**config.mk**
```make
export PLATFORM = sky130hd
export DESIGN_NAME = mcoi_app_top
export DESIGN_NICKNAME = d
export VERILOG_FILES = /design/src/design/motor_pkg.sv /design/src/design/readback_pkg.sv /design/src/design/mcoi_app_top.sv /design/src/design/motor_io.sv /design/src/design/ps_buffer_reader.sv /design/src/design/readback_mux.sv /design/src/design/sysinfo_regs.sv
export SDC_FILE = /design/constraint.sdc
export NUM_CORES = 1
export LEC_CHECK = 0
export BUFFER_PORTS_ARGS = -buffer_cell sky130_fd_sc_hd__buf_2
export CORE_ASPECT_RATIO = 1.4
export CORE_MARGIN = 3
export CORE_UTILIZATION = 47
export CTS_CLUSTER_DIAMETER = 50
export CTS_CLUSTER_SIZE = 10
export DETAILED_ROUTE_END_ITERATION = 10
export PLACE_DENSITY = 0.73
export SETUP_SLACK_MARGIN = 0.02
export SYNTH_ARGS = -nofsm -noshare
export SYNTH_HDL_FRONTEND = slang
export SYNTH_SLANG_ARGS = --single-unit
```
**constraint.sdc**
```tcl
create_clock -name gbt_rx_clkrs -period 1.4 [get_ports gbt_rx_clkrs]
set_input_delay 0.07 -clock gbt_rx_clkrs [delete_from_list [all_inputs] [get_ports gbt_rx_clkrs]]
set_output_delay 0.07 -clock gbt_rx_clkrs [all_outputs]
set_load 0.1 [all_outputs]
```
**src/design/motor_pkg.sv**
```systemverilog
/*
 * motor side definitions: motor count, link command and status fields,
 * and the driver pin groups of the stepper drivers
 */
package motor_pkg;

   // ------------------------------------------------------------
   // geometry
   // ------------------------------------------------------------

   // motors served by one fiber
   localparam int N_MOTORS = 16;
   // flip-flop depth of the status synchronizer
   localparam int SYNC_STAGES = 3;

   // one bit per motor, used for every driver pin group
   typedef logic [N_MOTORS-1:0] motor_vec_t;
   // motor index, selects one motor out of the fiber
   typedef logic [$clog2(N_MOTORS)-1:0] motor_idx_t;

   // ------------------------------------------------------------
   // link fields
   // ------------------------------------------------------------

   // command nibble of one motor, step_out on the top bit
   typedef struct packed {
      logic step_out;
      logic deactivate;
      logic dir;
      logic boost;
   } motor_cmd_t;

   // 64-bit command field, motor 0 in the low nibble
   typedef motor_cmd_t [N_MOTORS-1:0] motor_cmds_t;

   // status nibble of one motor, active high
   typedef struct packed {
      logic       pfail;
      logic [1:0] raw_switches;
      logic       overheat;
   } motor_stat_t;

   // 64-bit status field sent back over the link
   typedef motor_stat_t [N_MOTORS-1:0] motor_stats_t;

   // ------------------------------------------------------------
   // driver pins
   // ------------------------------------------------------------

   // outputs towards the drivers, pl_en high deactivates a motor
   typedef struct packed {
      motor_vec_t pl_boost;
      motor_vec_t pl_dir;
      motor_vec_t pl_en;
      motor_vec_t pl_clk;
   } drv_out_t;

   // inputs from the drivers, all active low
   typedef struct packed {
      motor_vec_t pl_pfail;
      motor_vec_t pl_sw_outa;
      motor_vec_t pl_sw_outb;
   } drv_in_t;

endpackage

```
**src/design/readback_pkg.sv**
```systemverilog
/*
 * readback side definitions: shared buffer layout, register tags,
 * readback page numbers and the fixed words of the link
 */
package readback_pkg;

   // link words and buffer payload
   typedef logic [31:0] word_t;
   typedef logic [15:0] half_t;
   typedef logic [7:0]  reg_tag_t;
   // readback page number, low byte of the page selector
   typedef logic [7:0]  page_t;
   typedef logic [127:0] uid_t;

   // ------------------------------------------------------------
   // shared buffer
   // ------------------------------------------------------------

   localparam int BUF_ADDR_W = 4;
   // words read during one load
   localparam int N_BUF_WORDS = 2 ** BUF_ADDR_W;

   typedef logic [BUF_ADDR_W-1:0] buf_addr_t;

   // one tagged word, reserved byte already stripped
   typedef struct packed {
      reg_tag_t tag;
      half_t    value;
   } buf_entry_t;

   // system information as seen by the readback
   typedef struct packed {
      uid_t  uid;
      word_t power;
      word_t temp;
   } sysinfo_t;

   // buffer sweep states
   typedef enum logic [1:0] {
      WAIT_FOR_START,
      READ_ALL_DATA,
      FINISHED
   } fsm_state_t;

   // register tags, uid slices lowest first (tag 3 is not used)
   localparam reg_tag_t TAG_UID0  = 8'd1;
   localparam reg_tag_t TAG_UID1  = 8'd2;
   localparam reg_tag_t TAG_UID2  = 8'd4;
   localparam reg_tag_t TAG_UID3  = 8'd5;
   localparam reg_tag_t TAG_UID4  = 8'd6;
   localparam reg_tag_t TAG_UID5  = 8'd7;
   localparam reg_tag_t TAG_UID6  = 8'd8;
   localparam reg_tag_t TAG_UID7  = 8'd9;
   localparam reg_tag_t TAG_POWER = 8'd10;
   localparam reg_tag_t TAG_TEMP  = 8'd13;

   // ------------------------------------------------------------
   // readback pages
   // ------------------------------------------------------------

   localparam page_t PAGE_LOOPBACK = 8'd0;
   localparam page_t PAGE_BUILD    = 8'd1;
   localparam page_t PAGE_PCBREV   = 8'd2;
   localparam page_t PAGE_UID_HI   = 8'd3;
   localparam page_t PAGE_UID_LO   = 8'd4;
   localparam page_t PAGE_TEMP     = 8'd5;
   localparam page_t PAGE_POWER    = 8'd6;
   localparam page_t PAGE_ONE      = 8'd7;
   // first of the per-motor status pages
   localparam page_t PAGE_MOTOR0   = 8'd16;

   // fixed words
   localparam word_t BUILD_WORD    = 32'h4d43_0102;
   localparam word_t INTERLOCK_KEY = 32'ha5c3_3c5a;
   localparam word_t UNKNOWN_PAGE  = 32'hdeadbeef;

endpackage

```
**src/design/mcoi_app_top.sv**
```systemverilog
/*
 * stepper controller application layer: buffer loader, system
 * information, motor interlock and readback on the link clock
 */
module mcoi_app_top (
   input  logic                    gbt_rx_clkrs,
   input  logic                    rst_i,
   input  logic [15:0]             ps_status_i,
   input  readback_pkg::word_t     buf_data_i,
   input  readback_pkg::word_t     feedback_i,
   input  motor_pkg::motor_cmds_t  link_cmd_i,
   input  motor_pkg::drv_in_t      drv_in_i,
   input  readback_pkg::word_t     page_sel_i,
   input  logic                    page_valid_i,
   input  logic                    rx_clken_i,
   input  logic [3:0]              pcbrev_i,
   output readback_pkg::buf_addr_t buf_addr_o,
   output logic                    progress_o,
   output motor_pkg::drv_out_t     drv_out_o,
   output motor_pkg::motor_stats_t link_status_o,
   output readback_pkg::word_t     readback_o
);

   readback_pkg::buf_entry_t entry;
   logic                     entry_valid;
   readback_pkg::sysinfo_t   sysinfo;
   motor_pkg::motor_stats_t  status;

   // ------------------------------------------------------------
   // system information load
   // ------------------------------------------------------------
   // bit 3 of the processor status requests a load
   ps_buffer_reader i_ps_buffer_reader (
      .gbt_rx_clkrs  (gbt_rx_clkrs),
      .rst_i         (rst_i),
      .start_i       (ps_status_i[3]),
      .buf_data_i    (buf_data_i),
      .buf_addr_o    (buf_addr_o),
      .entry_o       (entry),
      .entry_valid_o (entry_valid),
      .progress_o    (progress_o)
   );

   sysinfo_regs i_sysinfo_regs (
      .gbt_rx_clkrs  (gbt_rx_clkrs),
      .rst_i         (rst_i),
      .entry_i       (entry),
      .entry_valid_i (entry_valid),
      .progress_i    (progress_o),
      .sysinfo_o     (sysinfo)
   );

   // ------------------------------------------------------------
   // motors and readback
   // ------------------------------------------------------------
   motor_io i_motor_io (
      .gbt_rx_clkrs (gbt_rx_clkrs),
      .rst_i        (rst_i),
      .feedback_i   (feedback_i),
      .link_cmd_i   (link_cmd_i),
      .drv_in_i     (drv_in_i),
      .drv_out_o    (drv_out_o),
      .status_o     (status)
   );

   // same synchronized status feeds the link and the status pages
   assign link_status_o = status;

   readback_mux i_readback_mux (
      .gbt_rx_clkrs (gbt_rx_clkrs),
      .rst_i        (rst_i),
      .page_sel_i   (page_sel_i),
      .page_valid_i (page_valid_i),
      .rx_clken_i   (rx_clken_i),
      .pcbrev_i     (pcbrev_i),
      .sysinfo_i    (sysinfo),
      .status_i     (status),
      .readback_o   (readback_o)
   );

endmodule

```
**src/design/motor_io.sv**
```systemverilog
/*
 * motor pins: link commands pass to the drivers only under the
 * interlock, driver status goes back inverted and synchronized
 */
module motor_io (
   input  logic                        gbt_rx_clkrs,
   input  logic                        rst_i,
   input  readback_pkg::word_t         feedback_i,
   input  motor_pkg::motor_cmds_t      link_cmd_i,
   input  motor_pkg::drv_in_t          drv_in_i,
   output motor_pkg::drv_out_t         drv_out_o,
   output motor_pkg::motor_stats_t     status_o
);

   motor_pkg::motor_cmds_t  cmd_q;
   motor_pkg::motor_stats_t stat_raw;
   // stage 0 samples the pins, the last stage is the clean status
   motor_pkg::motor_stats_t sync_q [motor_pkg::SYNC_STAGES];

   // ------------------------------------------------------------
   // command interlock
   // ------------------------------------------------------------
   // all ones sets deactivate on every motor, so a broken loop or a
   // link that is not up yet keeps the drivers off
   always_ff @(posedge gbt_rx_clkrs) begin
      if (rst_i) begin
         cmd_q <= '1;
      end else if (feedback_i == readback_pkg::INTERLOCK_KEY) begin
         cmd_q <= link_cmd_i;
      end else begin
         cmd_q <= '1;
      end
   end

   // command nibbles to pin groups
   always_comb begin
      for (int m = 0; m < motor_pkg::N_MOTORS; m++) begin
         drv_out_o.pl_boost[m] = cmd_q[m].boost;
         drv_out_o.pl_dir[m]   = cmd_q[m].dir;
         drv_out_o.pl_en[m]    = cmd_q[m].deactivate;
         drv_out_o.pl_clk[m]   = cmd_q[m].step_out;
      end
   end

   // ------------------------------------------------------------
   // status path
   // ------------------------------------------------------------
   // driver outputs are open drain, low means active
   always_comb begin
      for (int m = 0; m < motor_pkg::N_MOTORS; m++) begin
         stat_raw[m].pfail           = ~drv_in_i.pl_pfail[m];
         stat_raw[m].raw_switches[0] = ~drv_in_i.pl_sw_outa[m];
         stat_raw[m].raw_switches[1] = ~drv_in_i.pl_sw_outb[m];
         // no overheat pin on this board
         stat_raw[m].overheat        = 1'b0;
      end
   end

   // pins are asynchronous to the link clock
   always_ff @(posedge gbt_rx_clkrs) begin
      sync_q[0] <= stat_raw;
      for (int s = 1; s < motor_pkg::SYNC_STAGES; s++) begin
         sync_q[s] <= sync_q[s-1];
      end
   end

   assign status_o = sync_q[motor_pkg::SYNC_STAGES-1];

endmodule

```
**src/design/ps_buffer_reader.sv**
```systemverilog
/*
 * processor buffer reader: sweeps the shared buffer once per start
 * request and hands out each word as a tag and a value
 */
module ps_buffer_reader (
   input  logic                     gbt_rx_clkrs,
   input  logic                     rst_i,
   input  logic                     start_i,
   input  readback_pkg::word_t      buf_data_i,
   output readback_pkg::buf_addr_t  buf_addr_o,
   output readback_pkg::buf_entry_t entry_o,
   output logic                     entry_valid_o,
   output logic                     progress_o
);

   // address of the final word of a sweep
   localparam readback_pkg::buf_addr_t LAST_ADDR =
      readback_pkg::buf_addr_t'(readback_pkg::N_BUF_WORDS - 1);

   readback_pkg::fsm_state_t state_q;
   readback_pkg::buf_addr_t  addr_q;
   logic                     valid_q;

   // ------------------------------------------------------------
   // sweep FSM
   // ------------------------------------------------------------
   always_ff @(posedge gbt_rx_clkrs) begin
      if (rst_i) begin
         state_q <= readback_pkg::WAIT_FOR_START;
         addr_q  <= '0;
         valid_q <= 1'b0;
      end else begin
         // buffer answers one cycle later, so the strobe lags the address
         valid_q <= (state_q == readback_pkg::READ_ALL_DATA);
         case (state_q)
            readback_pkg::WAIT_FOR_START: begin
               addr_q <= '0;
               // processor sets bit 3 of its status when data is ready
               if (start_i) begin
                  state_q <= readback_pkg::READ_ALL_DATA;
               end
            end
            readback_pkg::READ_ALL_DATA: begin
               // wraps back to zero after the last word
               addr_q <= addr_q + readback_pkg::buf_addr_t'(1);
               if (addr_q == LAST_ADDR) begin
                  state_q <= readback_pkg::FINISHED;
               end
            end
            readback_pkg::FINISHED: begin
               // gives the last entry its cycle before progress drops
               state_q <= readback_pkg::WAIT_FOR_START;
            end
            default: begin
               state_q <= readback_pkg::WAIT_FOR_START;
            end
         endcase
      end
   end

   assign buf_addr_o = addr_q;
   // processor polls this to see the load is running
   assign progress_o = (state_q != readback_pkg::WAIT_FOR_START);

   // word layout: tag in 31:24, reserved 23:16, value 15:0
   assign entry_o.tag    = buf_data_i[31:24];
   assign entry_o.value  = buf_data_i[15:0];
   assign entry_valid_o  = valid_q;

endmodule

```
**src/design/readback_mux.sv**
```systemverilog
/*
 * readback multiplexer: loopback register and the word answered for
 * the page currently selected by the back-end
 */
module readback_mux (
   input  logic                    gbt_rx_clkrs,
   input  logic                    rst_i,
   input  readback_pkg::word_t     page_sel_i,
   input  logic                    page_valid_i,
   input  logic                    rx_clken_i,
   input  logic [3:0]              pcbrev_i,
   input  readback_pkg::sysinfo_t  sysinfo_i,
   input  motor_pkg::motor_stats_t status_i,
   output readback_pkg::word_t     readback_o
);

   // zero padding above a status nibble
   localparam int STAT_PAD = $bits(readback_pkg::word_t) - $bits(motor_pkg::motor_stat_t);

   readback_pkg::word_t   loopback_q;
   readback_pkg::word_t   readback_q;
   readback_pkg::word_t   mux_word;
   readback_pkg::page_t   page;
   motor_pkg::motor_idx_t motor_idx;

   // loopback echoes bit 31 so the back-end can check the path
   always_ff @(posedge gbt_rx_clkrs) begin
      if (rst_i) begin
         loopback_q <= readback_pkg::word_t'(1);
      end else if (page_valid_i) begin
         loopback_q <= {page_sel_i[31], 30'b0, 1'b1};
      end
   end

   // ------------------------------------------------------------
   // page decode
   // ------------------------------------------------------------
   assign page      = page_sel_i[7:0];
   assign motor_idx = motor_pkg::motor_idx_t'(page - readback_pkg::PAGE_MOTOR0);

   always_comb begin
      case (page)
         readback_pkg::PAGE_LOOPBACK: mux_word = loopback_q;
         readback_pkg::PAGE_BUILD:    mux_word = readback_pkg::BUILD_WORD;
         readback_pkg::PAGE_PCBREV:   mux_word = readback_pkg::word_t'(pcbrev_i);
         readback_pkg::PAGE_UID_HI:   mux_word = sysinfo_i.uid[63:32];
         readback_pkg::PAGE_UID_LO:   mux_word = sysinfo_i.uid[31:0];
         readback_pkg::PAGE_TEMP:     mux_word = sysinfo_i.temp;
         readback_pkg::PAGE_POWER:    mux_word = sysinfo_i.power;
         readback_pkg::PAGE_ONE:      mux_word = readback_pkg::word_t'(1);
         default: begin
            // one status page per motor, everything else is unknown
            if (page >= readback_pkg::PAGE_MOTOR0 &&
                page < readback_pkg::PAGE_MOTOR0 + motor_pkg::N_MOTORS) begin
               mux_word = {{STAT_PAD{1'b0}}, status_i[motor_idx]};
            end else begin
               mux_word = readback_pkg::UNKNOWN_PAGE;
            end
         end
      endcase
   end

   // word only moves on link clock enable cycles
   always_ff @(posedge gbt_rx_clkrs) begin
      if (rst_i) begin
         readback_q <= '0;
      end else if (rx_clken_i) begin
         readback_q <= mux_word;
      end
   end

   assign readback_o = readback_q;

endmodule

```
**src/design/sysinfo_regs.sv**
```systemverilog
/*
 * system information registers: unique ID, power and temperature filled
 * by tag, with a copy that only moves while no load runs
 */
module sysinfo_regs (
   input  logic                     gbt_rx_clkrs,
   input  logic                     rst_i,
   input  readback_pkg::buf_entry_t entry_i,
   input  logic                     entry_valid_i,
   input  logic                     progress_i,
   output readback_pkg::sysinfo_t   sysinfo_o
);

   // working copy, written slice by slice
   readback_pkg::sysinfo_t work_q;
   // stable copy for the readback
   readback_pkg::sysinfo_t snap_q;

   // ------------------------------------------------------------
   // tag demux
   // ------------------------------------------------------------
   always_ff @(posedge gbt_rx_clkrs) begin
      if (rst_i) begin
         work_q <= '0;
      end else if (entry_valid_i) begin
         case (entry_i.tag)
            readback_pkg::TAG_UID0:  work_q.uid[15:0]    <= entry_i.value;
            readback_pkg::TAG_UID1:  work_q.uid[31:16]   <= entry_i.value;
            readback_pkg::TAG_UID2:  work_q.uid[47:32]   <= entry_i.value;
            readback_pkg::TAG_UID3:  work_q.uid[63:48]   <= entry_i.value;
            readback_pkg::TAG_UID4:  work_q.uid[79:64]   <= entry_i.value;
            readback_pkg::TAG_UID5:  work_q.uid[95:80]   <= entry_i.value;
            readback_pkg::TAG_UID6:  work_q.uid[111:96]  <= entry_i.value;
            readback_pkg::TAG_UID7:  work_q.uid[127:112] <= entry_i.value;
            // sensors deliver 16 bits, upper halves stay zero
            readback_pkg::TAG_POWER: work_q.power[15:0]  <= entry_i.value;
            readback_pkg::TAG_TEMP:  work_q.temp[15:0]   <= entry_i.value;
            default: begin
               // unknown or reserved tag, keep everything
               work_q <= work_q;
            end
         endcase
      end
   end

   // ------------------------------------------------------------
   // idle-time snapshot
   // ------------------------------------------------------------
   // frozen during a load so a half-written uid never shows up
   always_ff @(posedge gbt_rx_clkrs) begin
      if (rst_i) begin
         snap_q <= '0;
      end else if (!progress_i) begin
         snap_q <= work_q;
      end
   end

   assign sysinfo_o = snap_q;

endmodule

```
After elaboration in Yosys (flattened, before gate mapping)

Memory sizes are Yosys's and may differ from the RTL's.
Index checks and enable logic that the tools add are counted.

Equal/unequal tests: 18
Add/sub/neg operators: 2
Reduce and logical (&&, ||, !) cells: 13
Multiplexer cells: 8
Bitwise gates (word level): 49
Magnitude comparators: 3

Operator list:

| operator             | count |
|---|---|
| $pmux 32 s8          | 1 |
| $not 1->1            | 49 |
| $eq 8x3->1 const B   | 6 |
| $eq 32x32->1 const B | 1 |
| $mux 32              | 1 |
| $eq 8x2->1 const B   | 3 |
| $bmux 4 s4           | 1 |
| $eq 8x1->1 const B   | 2 |
| $eq 8x4->1 const B   | 2 |
| $reduce_and 2->1     | 7 |
| $ge 8x5->1 const B   | 1 |
| $logic_not 8->1      | 1 |
| $lt 8x6->1 const B   | 1 |
| $pmux 4 s2           | 1 |
| $lt 4x5->1 const B   | 1 |
| $add 4x1->4 const B  | 1 |
| $eq 4x4->1 const B   | 1 |
| $mux 2               | 2 |
| $mux 4               | 1 |
| $ne 2x2->1 const B   | 2 |
| $pmux 2 s2           | 1 |
| $reduce_bool 2->1    | 2 |
| $sub 4x1->4 const B  | 1 |
| $eq 2x1->1 const B   | 1 |
| 3 further kinds      | 3 |

Register bits: 296
Output and inout bits: 165
Memories: 1
Input port bits: 232
Bits in writable memories: 192

Memory list:

| name              | depth | width | read ports | clocked after Yosys merged registers in | wr ports | RTL line       | source |
|---|---|---|---|---|---|---|---|
| i_motor_io.sync_q | 3     | 64    | 3          | 0                                       | 3        | motor_io.sv:18 | `motor_pkg::motor_stats_t sync_q [motor_pkg::SYNC_STAGES];` |

Longest topological paths before layout

Gate-level depths: netlist of the first run.

Depth in word-level cells: 5
Gate-level depth with buffers: 8
Mapped depth without buffers: 5

Hierarchy

From an unflattened synthesis of the first run, not the netlist that was laid out.

Cells, all modules: 1907
Area total of the unflattened synthesis: 21117.8 um^2

Modules (own cells, without submodules):

| module           | instances | seq. area each (um^2) | area each (um^2) | cells an instance |
|---|---|---|---|---|
| sysinfo_regs     | 1         | 6406.1                | 12229.2          | 1114 |
| motor_io         | 1         | 4164.0                | 5625.4           | 416 |
| readback_mux     | 1         | 660.6                 | 2800.2           | 324 |
| ps_buffer_reader | 1         | 140.1                 | 462.9            | 53 |

Worst setup path before layout of the first run

OpenSTA, ideal clock, no wires.

Kind: reg2reg
From: register i_ps_buffer_reader.state_q[0]
To: register i_sysinfo_regs.snap_q (netlist bit i_sysinfo_regs.sysinfo_o[91])
Cell stages (with the launch flop): 7
Setup slack: -0.598 ns
Arrival: 1.927 ns
Required time: 1.329 ns
Path buffers: 2
Cell sequence: dfxtp_1 -> buf_2 -> nor2_1 -> inv_2 -> clkbuf_1 -> nand2_1 -> a21oi_1

Cells in the longest elaborated chain, start to end: 1

RTL lines:

| what                   | RTL line               | source |
|---|---|---|
| from (decl)            | ps_buffer_reader.sv:20 | `readback_pkg::fsm_state_t state_q;` |
| from (signal assigned) | ps_buffer_reader.sv:29 | `state_q <= readback_pkg::WAIT_FOR_START;` |
| from (signal assigned) | ps_buffer_reader.sv:40 | `state_q <= readback_pkg::READ_ALL_DATA;` |
| from (signal assigned) | ps_buffer_reader.sv:47 | `state_q <= readback_pkg::FINISHED;` |
| $reduce_bool 2->1      | ps_buffer_reader.sv:63 | `assign progress_o = (state_q != readback_pkg::WAIT_FOR_START);` |
| via progress_o         | mcoi_app_top.sv:18     | `output logic progress_o,` |
| to (signal assigned)   | sysinfo_regs.sv:54     | `snap_q <= work_q;` |
| to (decl)              | sysinfo_regs.sv:17     | `readback_pkg::sysinfo_t snap_q;` |

The timed path passes the listed nets, and every way through them passes these cells.
A chain may end at the register's enable or synchronous reset.

==> impl_metrics.env, run 1 <==
export IMPL_r2r_cells=5
export IMPL_min_period_ns=1.56
export IMPL_drtIter0Drc=902
export IMPL_synth_area_um2=14800
export IMPL_num_io_pins=397
export IMPL_layout_commonest_cell="dfxtp_1"
export IMPL_placed_cell_area_um2=17000
export IMPL_synth_edf_count=0
export IMPL_die_y_um=216
export IMPL_skew_ns=0.0350
export IMPL_slew_viol_final=0
export IMPL_swShare_pct=25.8
export IMPL_whs_path_depth=3
export IMPL_power_frac_seq_pct=47.5
export IMPL_clk_path_buf_depth=3
export IMPL_drc=0
export IMPL_clock_sinks=440
export IMPL_portBuffers=334
export IMPL_start_kind="register"
export IMPL_rows=76
export IMPL_async_reset_ff_share_pct=0
export IMPL_max_freq_ghz=0.639
export IMPL_slew_headroom_pct=62.5
export IMPL_cp_data_required_time_ns=1.86
export IMPL_insertion_delay_ns=0.58
export IMPL_power_frac_clock_pct=41.5
export IMPL_place_gp_congestion=0.841
export IMPL_layout_common_cells="420 x dfxtp_1, 275 x nand2_1, 194 x buf_2"
export IMPL_stdcell_count=2386
export IMPL_cts_buffers=50
export IMPL_hold_class="input port to register"
export IMPL_powerDensity_nw_per_um2=1340
export IMPL_placedCellCount=2177
export IMPL_die_w_um=156
export IMPL_switching_power_mw=7.03
export IMPL_crit_arrival_ns=2.02
export IMPL_grt_overflow_total=0
export IMPL_critPathKind="register to register"
export IMPL_syn_inst=1516
export IMPL_period_share_pct=112
export IMPL_grt_max_degree=109
export IMPL_p_total_mw=27.3
export IMPL_grt_pass1_vias=13100
export IMPL_grt_pass1_wl_um=70100
export IMPL_fillers=2187
export IMPL_final_util_pct=66.1
export IMPL_detail_route_wirelength_um=46700
export IMPL_finalSetupViolCount=3
export IMPL_antenna_found_initial=1
export IMPL_ys_top_cells_by_area="dfxtp_1 59%, nand2_1 7.0%, mux2i_1 5.7%"
export IMPL_yosysWarnings=0
export IMPL_avgRoutedWirePerCell_um=19.6
export IMPL_drive_gt1_share_pct=27.0
export IMPL_clkTransAtPathRegs_ns=0.06
export IMPL_irDropWorstVdd_mv=1.25
export IMPL_synth_top_cell_by_area="dfxtp_1"
export IMPL_fin_area_um2=20400
export IMPL_r2r_start="i_motor_io.sync_q[0][141]$_DFF_P_"
export IMPL_syn_avg_cell_area_um2=9.79
export IMPL_seq_area_frac_synth_pct=59.4
export IMPL_via_count=12300
export IMPL_dr_pass1_iters=7
export IMPL_worst_slack_ns=-0.164
export IMPL_cp_end_kind="register"
export IMPL_ys_ff_latch=440
export IMPL_coreArea_um2=30900
export IMPL_hold_violations=4
export IMPL_outcome="finished with violations"
export IMPL_syn_to_final_growth_pct=37.6
export IMPL_hold_start="rst_i"
export IMPL_synth_top_area_share_pct=59.4
export IMPL_htree_levels=2
export IMPL_viasPerCell=5.16
export IMPL_track_usage_pct=26.6
export IMPL_whs_ns=-0.0379
export IMPL_maxCapViolations=0
export IMPL_initial_utilization_pct=48.0
export IMPL_ys_flop_type="dfxtp_1"
export IMPL_startpoint="i_motor_io.sync_q[0][141]$_DFF_P_"
export IMPL_comb_power_share_pct=11.0
export IMPL_ant_nets=0
export IMPL_rsz0062_at_grt="yes"
export IMPL_p_leak_nw=8.68
export IMPL_violations="negative hold slack, negative setup slack"
export IMPL_ys_types=49
export IMPL_die_area_um2=33800
export IMPL_dp_hpwl_um=28400
export IMPL_p_int_mw=20.2
export IMPL_cts_tree="yes"
export IMPL_worst_path_max_fanout=2
export IMPL_worst_pin_slew_ns=0.562
export IMPL_cts_root_buffer="clkbuf_16"
export IMPL_nets=2222
-- power by group through the flow --
| stage | logic (mW) | registers [mW] | clock network, mW |
|---|---|---|---|
| floorplan | 1.44 | 13.5 | 0 |
| global placement | 2.45 | 13.2 | 0 |
| detailed placement | 2.46 | 13.2 | 0 |
| CTS | 2.89 | 12.9 | 11.4 |
| global route | 3.11 | 13.0 | 11.9 |
| finish | 3.01 | 13.0 | 11.3 |
-- what timing repair did --
| item | 4_1_cts | 5_1_grt |
|---|---|---|
| endpoints found under the setup margin | 131 | 98 |
| pin swaps | 3 | 13 |
| cloned | 1 | 3 |
| setup buffers | 5 | 6 |
| resized for setup | 146 | 53 |
| hold buffers | 135 | 0 |
| hold endpoints to repair | 213 | 0 |
-- cell families (layout without fill, tap and decap cells) --
group	after synthesis	in the layout	synth area share, %
mux	100	100	7.71
flops	440	440	59.4
other cells	1	17	0.0253
compound gates	233	233	8.88
fa+ha+maj	1	1	0.0843
simple gates	527	527	16.2
buf+inv	214	678	7.77
-- registers in the layout, summed over array words and instances (netlist names) --
| register | flops |
|---|---|
| i_readback_mux.loopback_q | 1 |
| i_sysinfo_regs.sysinfo_o | 96 |
| i_motor_io.sync_q | 144 |
| i_readback_mux.readback_o | 32 |
| i_ps_buffer_reader.buf_addr_o | 4 |
| i_motor_io.drv_out_o | 64 |
| i_ps_buffer_reader.entry_valid_o | 1 |
| i_ps_buffer_reader.state_q | 2 |
| i_sysinfo_regs.work_q | 96 |
-- worst paths after layout --
| path | end | slack, ns |
|---|---|---|
| hold / removal | i_sysinfo_regs.work_q[106]$_SDFFE_PP0P_ | -0.04 |
| setup reg to reg | i_readback_mux.readback_o[1]$_SDFFE_PP0P_ | -0.16 |
| setup / recovery | i_readback_mux.readback_o[1]$_SDFFE_PP0P_ | -0.16 |
| hold reg to reg | i_motor_io.sync_q[0][177]$_DFF_P_ | 0.32 |
-- cell type report --
| class | count | area [um^2] | share of cell area [%] |
|---|---|---|---|
| multi-input combinational | 877 | 5020 | 24.6 |
| inverter | 57 | 216 | 1.06 |
| timing repair buffer | 563 | 4490 | 22.0 |
| sequential | 440 | 8840 | 43.3 |
| clock inverter | 4 | 85.1 | 0.417 |
| antenna | 1 | 2.50 | 0.0123 |
| clock buffer | 54 | 1280 | 6.25 |
| tap | 390 | 488 | 2.39 |
-- layer usage --
layer	vias up	wire, um	track usage, %
met5	-	0	0
met4	0	2750	13.7
met3	143	2760	4.69
met2	505	24700	49.7
met1	5890	16500	28.2
li1	5769	-	-
-- synth_stat cells, types with 2 or more instances --
master and count:
buf_1 3, nand2b_1 97, mux2i_1 85, mux2_2 4
buf_2 26, buf_4 70, a22o_1 11, a21o_1 4
a221oi_1 3, o21ai_0 17, dfxtp_1 440, nor3_1 7
mux4_2 11, nor2b_1 23, o31ai_1 2, a31oi_1 22
a21oi_1 153, nand3b_1 2, nor4b_1 2, and3_1 5
nand3_1 3, nand2_1 275, a22oi_1 14, nor4bb_1 3
nand4_1 3, o2bb2ai_1 2, inv_1 55, buf_6 5
nor2_1 98, clkbuf_1 52
-- metrics by stage --
stage	setup TNS (ns)	worst slack, ns	hold WS, ns
floorplan	0	0.0159	0.127
global placement	-19.97	-0.219	0.218
detailed placement	-24.45	-0.273	0.220
CTS	-0.0955	-0.0955	0.00233
global route	-0.759	-0.198	0.0334
finish	-0.248	-0.164	-0.0379
-- worst max-delay path: stages, from the launching register on --
cell and delay [ns]:
dfxtp_1 0.33, mux4_2 0.48, mux2i_1 0.28, nor2_1 0.13
a21oi_4 0.14, a221oi_2 0.08
Power figures use the tool's default switching activity.
==> run 2: changes to the inputs <==
REMOVE_ABC_BUFFERS = 1   (was unset)
==> impl_metrics.env, run 2 (synthesis results as in run 1) <==
export IMPL_r2r_slack_ns=-0.07
export IMPL_whs_ns=0.0543
export IMPL_maxCapViolations=0
export IMPL_p_total_mw=27.5
export IMPL_layout_common_cells="424 x dfxtp_1, 275 x nand2_1, 198 x buf_2"
export IMPL_cts_root_buffer="clkbuf_16"
export IMPL_htree_levels=2
export IMPL_drive_gt1_share_pct=26.4
export IMPL_grt_pass1_vias=12600
export IMPL_p_leak_nw=8.75
export IMPL_r2r_start="i_motor_io.sync_q[0][191]$_DFF_P_"
export IMPL_finalSetupViolCount=18
export IMPL_top_register="i_motor_io.sync_q"
export IMPL_avgRoutedWirePerCell_um=19.4
export IMPL_initial_utilization_pct=48.0
export IMPL_syn_to_final_growth_pct=38.5
export IMPL_crit_arrival_ns=1.41
export IMPL_largest_register_ffs=144
export IMPL_placedCellCount=2178
export IMPL_rows=76
export IMPL_stdcell_count=2383
export IMPL_outcome="finished with violations"
export IMPL_cts_tree="yes"
export IMPL_drtIter0Drc=767
export IMPL_grt_max_degree=83
export IMPL_coreArea_um2=30900
export IMPL_clk_path_buf_depth=3
export IMPL_via_count=12100
export IMPL_period_share_pct=106
export IMPL_skew_ns=0.0353
export IMPL_start_kind="register"
export IMPL_whs_path_depth=5
export IMPL_clkTransAtPathRegs_ns=0.05
export IMPL_die_w_um=156
export IMPL_r2r_cells=5
export IMPL_nets=2220
export IMPL_grt_pass1_wl_um=69100
export IMPL_die_area_um2=33800
export IMPL_fillers=2217
export IMPL_die_y_um=216
export IMPL_cts_buffers=50
export IMPL_max_freq_ghz=0.676
export IMPL_tns_ns=-0.502
export IMPL_num_io_pins=397
export IMPL_min_period_ns=1.48
export IMPL_cp_data_required_time_ns=1.33
export IMPL_clock_sinks=440
export IMPL_hold_violations=0
export IMPL_violations="negative setup slack"
export IMPL_insertion_delay_ns=0.59
export IMPL_antenna_found_initial=3
export IMPL_hold_start="feedback_i[23]"
export IMPL_dp_hpwl_um=28000
export IMPL_ant_nets=0
export IMPL_hold_class="input port to register"
export IMPL_seq_area_um2=8830
export IMPL_viasPerCell=5.07
export IMPL_slew_viol_final=0
export IMPL_critPathKind="register to output port"
export IMPL_reg2reg_to="i_readback_mux.readback_o[3]$_SDFFE_PP0P_"
export IMPL_dp_slack_ns=-0.541
export IMPL_dr_pass1_iters=5
export IMPL_irDropWorstVdd_mv=1.36
export IMPL_layout_commonest_cell="dfxtp_1"
export IMPL_powerDensity_nw_per_um2=1340
export IMPL_grt_overflow_total=0
export IMPL_worst_pin_slew_ns=0.502
export IMPL_detail_route_wirelength_um=46200
export IMPL_drc=0
export IMPL_portBuffers=334
export IMPL_worst_slack_ns=-0.0802
export IMPL_worst_hold_path_endpoint="i_motor_io.drv_out_o[19]$_SDFF_PP1_"
export IMPL_multi_input_area_um2=4990
export IMPL_cp_end_kind="output port"
export IMPL_slew_headroom_pct=66.2
export IMPL_track_usage_pct=26.3
export IMPL_place_gp_congestion=0.863
export IMPL_worst_path_max_fanout=2
export IMPL_rsz0062_at_grt="yes"
==> run 2: cell types whose count changed in the layout (fill, tap and decap cells not counted), moves of 4 or more <==
cell / before / now
clkbuf_4: 11 / 15
buf_4: 181 / 151
buf_6: 16 / 23
buf_12: 20 / 28
dfxtp_1: 420 / 424
buf_2: 194 / 198
==> run 2: repair_timing <==
action                                 in CTS  in global routing
pin swaps                                   7                  5
hold buffers                              136                  1
setup endpoints to repair                 141                 86
setup buffers                               3                  2
endpoints found under the hold margin     213                  1
resized for setup                         176                 39
cloned                                      3                  2
==> run 2: per-layer routing <==
layer	track usage [%]	share of wire [%]	up-vias
li1	-	-	5766
met1	28.3	36	5638
met2	47.1	52	518
met3	6.55	7.5	142
met4	13.8	5.0	6
met5	0	0.074	-
==> run 2: worst max-delay path by stage <==
stage                                                           from                                       end  slack (ns)  depth (start not counted)
final                     i_ps_buffer_reader.state_q[0]$_SDFFE_PP0P_                                progress_o       -0.08                          4
after floorplan           i_ps_buffer_reader.state_q[1]$_SDFFE_PP0P_  i_sysinfo_regs.sysinfo_o[0]$_SDFFE_PP0P_       -4.44                          4
after CTS                 i_ps_buffer_reader.state_q[1]$_SDFFE_PP0P_                                progress_o       -0.10                          4
after detailed placement                              buf_data_i[29]   i_sysinfo_regs.work_q[127]$_SDFFE_PP0P_       -0.54                          8
after global routing      i_ps_buffer_reader.state_q[0]$_SDFFE_PP0P_                                progress_o       -0.11                          4
after global placement                                buf_data_i[29]   i_sysinfo_regs.work_q[116]$_SDFFE_PP0P_       -0.54                          8
==> run 2: per-stage QoR <==
step                utilization [%]  cell area, um^2
finish                         66.5            20600
global route                   66.5            20600
CTS                            65.9            20400
detailed placement             55.0            17000
global placement               55.0            17000
floorplan                         -            14000
==> run 2: worst max-delay path: stages (launching register included) <==
cell	delay [ns]
dfxtp_2	0.33
nor2_4	0.15
clkinv_4	0.07
buf_12	0.13
buf_12	0.15
==> run 2: power breakdown <==
group / switching (mW) / leakage, nW / internal [mW] / total, mW
Sequential: 0.128 / 3.61 / 12.8 / 12.9
Combinational: 2.01 / 4.47 / 1.06 / 3.07
Clock: 4.90 / 0.677 / 6.61 / 11.5
==> run 2: final cells by class <==
cell class | count | share of cell area, %
tap | 390 | 2.37
inverter | 57 | 1.07
antenna | 1 | 0.0122
clock buffer | 52 | 6.17
clock inverter | 5 | 0.609
timing repair buffer | 561 | 22.5
sequential | 440 | 43.0
multi-input combinational | 877 | 24.3
